`src/rtl/nec_ir_pkg.sv`:
```
// NEC IR receiver package
// Widths, nominal pulse lengths in sample ticks, tolerance settings,
// decoder states and the decoded frame record

package nec_ir_pkg;

  localparam int SYNC_STAGES = 3;  // Input synchronizer depth
  localparam int TICK_W      = 16; // Tick divider width
  localparam int DELAY_W     = 11; // Pulse counter width, all-ones is timeout

  typedef logic [DELAY_W-1:0] delay_t;

  ////////////////////
  // Nominal pulse lengths in ticks
  localparam delay_t LEN_LEADER_MARK  = delay_t'(128); // 9 ms
  localparam delay_t LEN_LEADER_SPACE = delay_t'(64);  // 4.5 ms
  localparam delay_t LEN_REPEAT_SPACE = delay_t'(32);  // 2.25 ms
  localparam delay_t LEN_BIT_MARK     = delay_t'(8);
  localparam delay_t LEN_ZERO_SPACE   = delay_t'(8);
  localparam delay_t LEN_ONE_SPACE    = delay_t'(24);

  // Shift register seed, the marker bit reaches bit 0 after 31 bits
  localparam logic [31:0] SHIFT_SEED = 32'h8000_0000;

  ////////////////////
  typedef enum logic [1:0] {
    TOL_TIGHT  = 2'd0, // Offset 1, mask bit 0
    TOL_NORMAL = 2'd1, // Offset 2, mask bits 1:0
    TOL_WIDE   = 2'd2  // Offset 4, mask bits 2:0
  } tolerance_e;

  typedef enum logic [2:0] {
    ST_IDLE,
    ST_LEADER,
    ST_BIT_MARK,
    ST_BIT_SPACE,
    ST_STOP
  } decoder_state_e;

  typedef struct packed {
    logic       repeat_flag;
    logic [7:0] addr;
    logic [7:0] data;
  } frame_t;

endpackage

```
`src/rtl/ir_event_if.sv`:
```
// Pulse event bus
// One measured level change from the edge timer to the frame decoder

interface ir_event_if;

  logic                evt_new;     // One-cycle event strobe
  logic                evt_level;   // 1 rising, 0 falling
  nec_ir_pkg::delay_t  evt_delay;   // Pulse length plus reload offset
  logic                evt_timeout; // Counter had saturated

  modport source (
    output evt_new,
    output evt_level,
    output evt_delay,
    output evt_timeout
  );

  modport sink (
    input evt_new,
    input evt_level,
    input evt_delay,
    input evt_timeout
  );

endinterface

```
`src/rtl/ir_sampler.sv`:
```
// IR line sampler
// Synchronizes the raw line, applies polarity, generates the sample tick
// and filters each sample with a three-tap majority vote

module ir_sampler (
  input  logic                          clk,
  input  logic                          rst_n,
  input  logic                          ir_i,
  input  logic                          receiver_en_i,
  input  logic                          polarity_i,
  input  logic [nec_ir_pkg::TICK_W-1:0] tick_div_i,
  output logic                          sample_o,
  output logic                          sample_valid_o
);

  logic [nec_ir_pkg::SYNC_STAGES-1:0] sync_q;
  logic [nec_ir_pkg::TICK_W-1:0]      tick_cnt_q;
  logic [2:0]                         hist_q;
  logic                               line_lvl;
  logic                               tick;

  ////////////////////
  // Synchronizer
  always_ff @(posedge clk) begin
    if (!rst_n) begin
      sync_q <= '0;
    end else begin
      sync_q <= {sync_q[nec_ir_pkg::SYNC_STAGES-2:0], ir_i};
    end
  end

  assign line_lvl = sync_q[nec_ir_pkg::SYNC_STAGES-1] ^ polarity_i; // Inverted when set

  ////////////////////
  // Tick generator
  assign tick = (tick_cnt_q == '0);

  always_ff @(posedge clk) begin
    if (!rst_n || !receiver_en_i) begin
      tick_cnt_q <= '0;
    end else if (tick) begin
      tick_cnt_q <= tick_div_i; // Reload for next period
    end else begin
      tick_cnt_q <= tick_cnt_q - 1'b1;
    end
  end

  ////////////////////
  // Majority filter
  always_ff @(posedge clk) begin
    if (!rst_n || !receiver_en_i) begin
      hist_q         <= '0;
      sample_valid_o <= 1'b0;
    end else begin
      sample_valid_o <= tick;
      if (tick) begin
        hist_q <= {line_lvl, hist_q[2:1]}; // Newest sample on top
      end
    end
  end

  // Two of three samples win
  assign sample_o = (hist_q[0] & hist_q[1]) |
                    (hist_q[1] & hist_q[2]) |
                    (hist_q[2] & hist_q[0]);

endmodule

```
`src/rtl/edge_timer.sv`:
```
// Edge timer
// Counts ticks between level changes of the filtered samples and reports
// every change with its pulse length and a saturation flag

module edge_timer (
  input  logic                   clk,
  input  logic                   rst_n,
  input  logic                   receiver_en_i,
  input  nec_ir_pkg::tolerance_e tolerance_i,
  input  logic                   sample_i,
  input  logic                   sample_valid_i,
  ir_event_if.source             evt
);

  nec_ir_pkg::delay_t reload_offset;
  nec_ir_pkg::delay_t cnt_q;
  nec_ir_pkg::delay_t cnt_inc;
  logic               last_q;
  logic               change;
  logic               full;

  // Start offset widens the accepted window
  always_comb begin
    case (tolerance_i)
      nec_ir_pkg::TOL_TIGHT:  reload_offset = nec_ir_pkg::delay_t'(1);
      nec_ir_pkg::TOL_NORMAL: reload_offset = nec_ir_pkg::delay_t'(2);
      default:                reload_offset = nec_ir_pkg::delay_t'(4); // Wide and code 3
    endcase
  end

  assign change  = (sample_i != last_q);
  assign full    = (cnt_q == '1);
  assign cnt_inc = cnt_q + 1'b1;

  always_ff @(posedge clk) begin
    if (!rst_n || !receiver_en_i) begin
      last_q      <= 1'b0;
      cnt_q       <= '1; // Start as timed out
      evt.evt_new <= 1'b0;
    end else begin
      evt.evt_new <= sample_valid_i && change;
      if (sample_valid_i) begin
        last_q <= sample_i;
        if (change) begin
          cnt_q <= reload_offset;
        end else if (!full) begin
          cnt_q <= cnt_inc; // Saturates at all-ones
        end
      end
    end
  end

  // Event payload
  always_ff @(posedge clk) begin
    if (sample_valid_i && change) begin
      evt.evt_level   <= sample_i;
      evt.evt_delay   <= cnt_inc;
      evt.evt_timeout <= full;
    end
  end

endmodule

```
`src/rtl/nec_frame_decoder.sv`:
```
// NEC frame decoder
// Walks leader, 32 data bits and stop mark from the pulse events,
// checks the bytes against their complements and tracks repeat codes.
// Marks end on a falling change and spaces on a rising change

module nec_frame_decoder (
  input  logic                   clk,
  input  logic                   rst_n,
  input  logic                   receiver_en_i,
  input  logic                   repeat_en_i,
  input  nec_ir_pkg::tolerance_e tolerance_i,
  ir_event_if.sink               evt,
  output logic                   frame_valid_o,
  output nec_ir_pkg::frame_t     frame_o
);

  nec_ir_pkg::decoder_state_e state_q;
  nec_ir_pkg::delay_t         delay_mask;
  nec_ir_pkg::delay_t         delay_m;
  logic [31:0]                shift_q;
  logic                       repeat_q;      // Current frame is a repeat code
  logic                       frame_seen_q;  // Good frame since timeout
  logic                       mark_end;
  logic                       space_end;
  logic                       leader_mark_ok;
  logic                       leader_space_ok;
  logic                       repeat_space_ok;
  logic                       bit_mark_ok;
  logic                       zero_space_ok;
  logic                       one_space_ok;
  logic                       addr_ok;
  logic                       data_ok;
  logic                       emit;

  // Low bits ignored in comparisons
  always_comb begin
    case (tolerance_i)
      nec_ir_pkg::TOL_TIGHT:  delay_mask = ~nec_ir_pkg::delay_t'(1);
      nec_ir_pkg::TOL_NORMAL: delay_mask = ~nec_ir_pkg::delay_t'(3);
      default:                delay_mask = ~nec_ir_pkg::delay_t'(7);
    endcase
  end

  ////////////////////
  // Pulse classification
  assign delay_m   = evt.evt_delay & delay_mask;
  assign mark_end  = !evt.evt_timeout && !evt.evt_level;
  assign space_end = !evt.evt_timeout && evt.evt_level;

  assign leader_mark_ok  = mark_end  && (delay_m == nec_ir_pkg::LEN_LEADER_MARK);
  assign leader_space_ok = space_end && (delay_m == nec_ir_pkg::LEN_LEADER_SPACE);
  assign repeat_space_ok = space_end && (delay_m == nec_ir_pkg::LEN_REPEAT_SPACE);
  assign bit_mark_ok     = mark_end  && (delay_m == nec_ir_pkg::LEN_BIT_MARK);
  assign zero_space_ok   = space_end && (delay_m == nec_ir_pkg::LEN_ZERO_SPACE);
  assign one_space_ok    = space_end && (delay_m == nec_ir_pkg::LEN_ONE_SPACE);

  assign addr_ok = (shift_q[7:0]   == ~shift_q[15:8]);
  assign data_ok = (shift_q[23:16] == ~shift_q[31:24]);

  // Stop mark closes a good frame or an accepted repeat
  assign emit = receiver_en_i && evt.evt_new && (state_q == nec_ir_pkg::ST_STOP) &&
                bit_mark_ok && (repeat_q || (addr_ok && data_ok));

  ////////////////////
  // Protocol FSM
  always_ff @(posedge clk) begin
    if (!rst_n || !receiver_en_i) begin
      state_q       <= nec_ir_pkg::ST_IDLE;
      repeat_q      <= 1'b0;
      frame_seen_q  <= 1'b0;
      frame_valid_o <= 1'b0;
    end else begin
      frame_valid_o <= emit;
      if (evt.evt_new) begin
        case (state_q)
          nec_ir_pkg::ST_IDLE: begin
            if (leader_mark_ok) begin
              state_q <= nec_ir_pkg::ST_LEADER;
            end
          end
          nec_ir_pkg::ST_LEADER: begin
            repeat_q <= 1'b0;
            if (leader_space_ok) begin
              state_q <= nec_ir_pkg::ST_BIT_MARK;
            end else if (repeat_en_i && repeat_space_ok && frame_seen_q) begin
              state_q  <= nec_ir_pkg::ST_STOP; // Repeat code skips the data bits
              repeat_q <= 1'b1;
            end else begin
              state_q <= nec_ir_pkg::ST_IDLE;
            end
          end
          nec_ir_pkg::ST_BIT_MARK: begin
            state_q <= bit_mark_ok ? nec_ir_pkg::ST_BIT_SPACE : nec_ir_pkg::ST_IDLE;
          end
          nec_ir_pkg::ST_BIT_SPACE: begin
            if (!(zero_space_ok || one_space_ok)) begin
              state_q <= nec_ir_pkg::ST_IDLE;
            end else if (shift_q[0]) begin
              state_q <= nec_ir_pkg::ST_STOP; // Marker shifts out with bit 32
            end else begin
              state_q <= nec_ir_pkg::ST_BIT_MARK;
            end
          end
          default: begin
            state_q <= nec_ir_pkg::ST_IDLE;
          end
        endcase

        if (evt.evt_timeout) begin
          frame_seen_q <= 1'b0; // Line idled too long
        end else if (emit && !repeat_q) begin
          frame_seen_q <= 1'b1;
        end
      end
    end
  end

  ////////////////////
  // Data path
  always_ff @(posedge clk) begin
    if (evt.evt_new) begin
      if ((state_q == nec_ir_pkg::ST_LEADER) && leader_space_ok) begin
        shift_q <= nec_ir_pkg::SHIFT_SEED;
      end else if ((state_q == nec_ir_pkg::ST_BIT_SPACE) && (zero_space_ok || one_space_ok)) begin
        shift_q <= {one_space_ok, shift_q[31:1]}; // LSB first
      end
    end
    if (emit) begin
      frame_o.repeat_flag <= repeat_q;
      if (!repeat_q) begin
        frame_o.addr <= shift_q[7:0];
        frame_o.data <= shift_q[23:16];
      end
    end
  end

endmodule

```
`src/rtl/nec_ir_receiver.sv`:
```
// NEC infrared receiver top level
// Sampler, edge timer and frame decoder in series, with the decoded
// frame split into plain output ports

module nec_ir_receiver (
  input  logic                          clk,
  input  logic                          rst_n,
  input  logic                          ir_i,
  input  logic                          receiver_en_i,
  input  logic                          repeat_en_i,
  input  logic                          polarity_i,
  input  nec_ir_pkg::tolerance_e        tolerance_i,
  input  logic [nec_ir_pkg::TICK_W-1:0] tick_div_i,
  output logic                          frame_valid_o,
  output logic [7:0]                    frame_addr_o,
  output logic [7:0]                    frame_data_o,
  output logic                          frame_repeat_o
);

  logic               sample;
  logic               sample_valid;
  nec_ir_pkg::frame_t frame;

  ir_event_if evt_bus ();

  ir_sampler u_sampler (
    .clk            (clk),
    .rst_n          (rst_n),
    .ir_i           (ir_i),
    .receiver_en_i  (receiver_en_i),
    .polarity_i     (polarity_i),
    .tick_div_i     (tick_div_i),
    .sample_o       (sample),
    .sample_valid_o (sample_valid)
  );

  edge_timer u_edge_timer (
    .clk            (clk),
    .rst_n          (rst_n),
    .receiver_en_i  (receiver_en_i),
    .tolerance_i    (tolerance_i),
    .sample_i       (sample),
    .sample_valid_i (sample_valid),
    .evt            (evt_bus.source)
  );

  nec_frame_decoder u_decoder (
    .clk           (clk),
    .rst_n         (rst_n),
    .receiver_en_i (receiver_en_i),
    .repeat_en_i   (repeat_en_i),
    .tolerance_i   (tolerance_i),
    .evt           (evt_bus.sink),
    .frame_valid_o (frame_valid_o),
    .frame_o       (frame)
  );

  assign frame_addr_o   = frame.addr;
  assign frame_data_o   = frame.data;
  assign frame_repeat_o = frame.repeat_flag;

endmodule

```
`config.mk`:
```
export PLATFORM = sky130hd
export DESIGN_NAME = nec_ir_receiver
export DESIGN_NICKNAME = d
export VERILOG_FILES = /design/src/rtl/nec_ir_pkg.sv /design/src/rtl/ir_event_if.sv /design/src/rtl/ir_sampler.sv /design/src/rtl/edge_timer.sv /design/src/rtl/nec_frame_decoder.sv /design/src/rtl/nec_ir_receiver.sv
export SDC_FILE = /design/constraint.sdc
export NUM_CORES = 1
export LEC_CHECK = 0
export ABC_CLOCK_PERIOD_IN_PS = 12700
export CORE_UTILIZATION = 55
export DETAILED_ROUTE_END_ITERATION = 7
export DONT_BUFFER_PORTS = 1
export PLACE_DENSITY_LB_ADDON = 0.2
export SLEW_MARGIN = 30
export SYNTH_ARGS = -nofsm -noshare
export SYNTH_HDL_FRONTEND = slang
export SYNTH_SLANG_ARGS = --single-unit
```
`constraint.sdc`:
```
create_clock -name clk -period 12.7 [get_ports clk]
set_clock_uncertainty 0.05 [all_clocks]
set_input_delay 0 -clock clk [delete_from_list [all_inputs] [get_ports clk]]
set_output_delay 0 -clock clk [all_outputs]
set_load 0.02 [all_outputs]
```
==> results.json <==
{
  "status": "finished, final reports clean",
  "layout.nets": 437,
  "slew_headroom_pct": 42.2,
  "timing.final.hold_violations": 0,
  "grt_max_degree": 34,
  "power_leakage_nw": 1.78,
  "die-area_um2": 8480,
  "hold_class": "in -> reg",
  "yosysWarnings": 0,
  "cts_tree": "yes",
  "io_pins": 42,
  "power_mw": 0.773,
  "synth_cells": 389,
  "finalCritPeriodShare_pct": 25.1,
  "clkTransAtPathRegs_ns": 0.10,
  "crit_start": "u_edge_timer.evt.evt_timeout",
  "tns_ns": 0,
  "endpoint": "u_decoder.shift_q[23]",
  "seq_area_frac_synth_pct": 59.9,
  "ys_ff_latch": 103,
  "dp_hpwl_mm": 5.39,
  "maxSlewViolCount": 0,
  "routed-via-count": 2942,
  "critical_path_class": "reg -> reg",
  "mappedNetlistArea_um2": 4460,
  "area_growth_pct": 11.9,
  "cts_root_buf": "clkbuf_8",
  "viasPerCell": 5.68,
  "core_area_um2": 7770,
  "placed_cells": 478,
  "grt_overflow": 0,
  "drc": 0,
  "avgSynthCellArea_um2": 11.5,
  "rsz0062_at_grt": "false",
  "cts_setup_buffers": 0,
  "reg2reg_slack_ns": 9.52,
  "cts_buffers": 9,
  "period_needed_ns": 3.18,
  "max_freq_mhz": 314,
  "arrival_ns": 3.18,
  "layout-drive-gt1-share_pct": 7.93,
  "design_area_um2": 4990,
  "grt_pass1_vias": 2811,
  "ff2ff_path_depth": 5,
  "start_util_pct": 57.4,
  "synth_edf_count": 61,
  "cellPowerDensity_nw_per_um2": 155,
  "rr_startpoint": "u_edge_timer.evt.evt_timeout",
  "multi_input_area_um2": 1690,
  "tightest_slew_ns": 0.867,
  "fillers": 609,
  "cts_max_level": 3,
  "clock_path_buffers": 2,
  "grt_pass1_wl_mm": 13.4,
  "seq_area_um2": 2670,
  "cap_violations": 0,
  "drt_iter0_markers": 108,
  "rows": 32,
  "portBuffers": 0,
  "die_w_um": 92.1,
  "cp_data_required_time_ns": 12.69,
  "place.gp.congestion": 0.889,
  "instances_no_fill": 518,
  "timing.rr.end": "u_decoder.shift_q[23]",
  "grt_usage_pct": 20.4,
  "async_flop_share_pct": 0,
  "crit_fanout": 21,
  "final_antenna_net_count": 0,
  "cp-start-kind": "flip-flop",
  "ys_types": 55,
  "insertion_delay_ns": 0.37,
  "antenna_found_initial": 0,
  "end_kind": "flip-flop",
  "die_y_um": 92.1,
  "placed_area_um2": 4540,
  "wl_per_cell_um": 15.7,
  "diodes": 0,
  "wl_mm": 8.14,
  "cts_sinks": 103,
  "ir_drop_v": 0.000198,
  "drt_pass1_iterations": 4,
  "syn_nets": 415,
  "yosys_most_used_dff": "edfxtp_1",
  "final_util_pct": 64.3,
  "setup_viol": 0
}
[cell type report]
type	instances	area share (%)
sequential	103	53.5
multi-input combinational	261	33.8
timing repair buffer	26	5.14
tap	102	2.56
clock buffer	9	2.48
clock inverter	7	1.70
inverter	10	0.752
[through the flow]
step                      worst slack (ns)  hold slack [ns]
after floorplan                       8.11           0.0717
after global placement                8.97           0.0733
after detailed placement              8.84           0.0768
after CTS                             8.84          0.00445
after global routing                  9.26           0.0358
final                                 9.52           0.0236
[sequential cells by signal, summed over array words and instances, names as in the netlist]
| name | count |
|---|---|
| u_decoder.frame_seen_q | 1 |
| u_decoder.shift_q | 32 |
| u_edge_timer.evt.evt_new | 1 |
| u_edge_timer.cnt_q | 11 |
| u_decoder.repeat_q | 1 |
| u_edge_timer.evt.evt_level | 1 |
| u_edge_timer.last_q | 1 |
| u_edge_timer.evt.evt_delay | 10 |
| u_sampler.hist_q | 3 |
| u_decoder.frame_valid_o | 1 |
| u_decoder.state_q | 3 |
| u_decoder.frame_o | 17 |
| u_sampler.sample_valid_o | 1 |
| u_sampler.tick_cnt_q | 16 |
| u_sampler.sync_q | 3 |
| u_edge_timer.evt.evt_timeout | 1 |
[how the worst min path moves through the flow]
stage | from | endpoint | slack, ns | cells after the start
floorplan | rst_n | u_sampler.sync_q[0] | 0.07 | 1
global placement | rst_n | u_sampler.sync_q[1] | 0.07 | 1
detailed placement | rst_n | u_sampler.sync_q[2] | 0.08 | 1
CTS | rst_n | u_edge_timer.cnt_q[5] | 0.004 | 2
global route | rst_n | u_edge_timer.cnt_q[5] | 0.04 | 2
finish | rst_n | u_edge_timer.cnt_q[5] | 0.02 | 2
[logic make-up (layout without fill, tap and decap cells)]
family                     Yosys count  in the layout  synth area share (%)
AOI/OAI and AO/OA                   55             55                  8.19
xor gates and xnor gates            38             38                  7.46
adders and majority gates            3              3                 0.785
buffers and inverters               25             52                  2.52
DFF                                103            103                  59.9
muxes                                4              4                 0.897
and+or+nand+nor                    161            161                  20.2
[routing by layer]
layer | global-route usage [%] | part of all wire (%) | wire length, um | vias up
met5 | 0 | 0 | 0 | -
met4 | 11.5 | 3.2 | 258 | 0
met3 | 3.23 | 3.3 | 267 | 21
met2 | 33.6 | 48 | 3930 | 72
met1 | 25.7 | 45 | 3680 | 1407
li1 | - | - | - | 1442
[power by group]
part	total (mW)	internal (mW)	switching [mW]
Combinational	0.168	0.0731	0.0953
Sequential	0.393	0.370	0.0228
Clock	0.212	0.0953	0.117
[Yosys cell counts (2+ instances only)]
cell type	count	share of area (%)
a211o_1	2	0.39
a211oi_1	7	1.2
a21oi_1	11	1.2
a221o_1	3	0.67
and2_1	36	5.0
buf_2	2	0.22
buf_6	2	0.50
clkbuf_1	10	0.84
dfxtp_1	42	19
edfxtp_1	61	41
ha_1	2	0.56
inv_1	10	0.84
mux2i_1	4	0.90
nand2_1	20	1.7
nand2b_1	3	0.42
nand3_1	10	1.1
nand4_1	9	1.3
nor2_1	35	2.9
nor2b_1	2	0.28
nor3_1	12	1.3
nor3b_1	7	1.2
nor4_1	7	0.98
nor4b_1	3	0.59
o21a_1	2	0.34
o21ai_0	15	1.7
o21ai_1	2	0.22
or3_1	4	0.56
or4_1	3	0.50
xnor2_1	11	2.2
xor2_1	27	5.3
[cells in the final DEF, fill, tap and decap left out, drive strengths merged, types with 3 or more instances in the layout]
cell         synthesis  routed
clkbuf              11       9
nor4b                3       3
mux2i                4       4
dfxtp               42      42
o21ai               17      17
a21oi               11      11
dlygate4sd3          0      23
a211oi               7       7
inv                 10      14
nor2                35      35
nand3               10      10
or3                  4       4
and2                36      36
buf                  4       3
nand4                9       9
nand2               20      20
nor4                 9       9
xor2                27      27
a221o                3       3
nor3                12      12
nor3b                7       7
xnor2               11      11
edfxtp              61      61
nand2b               3       3
or4                  4       4
[worst max-delay path: stages, from the launching register on]
cell and delay, ns:
edfxtp_1 0.39, or4_1 0.62, nor4b_1 0.33, nand4_1 0.42, a21boi_2 0.66, buf_4 0.40
[repair_timing]
| item | CTS | global route |
|---|---|---|
| hold buffers | 23 | 0 |
| gates resized for setup | 0 | 0 |
| endpoints found under the hold margin | 26 | 0 |
Power figures use the tool's default switching activity.
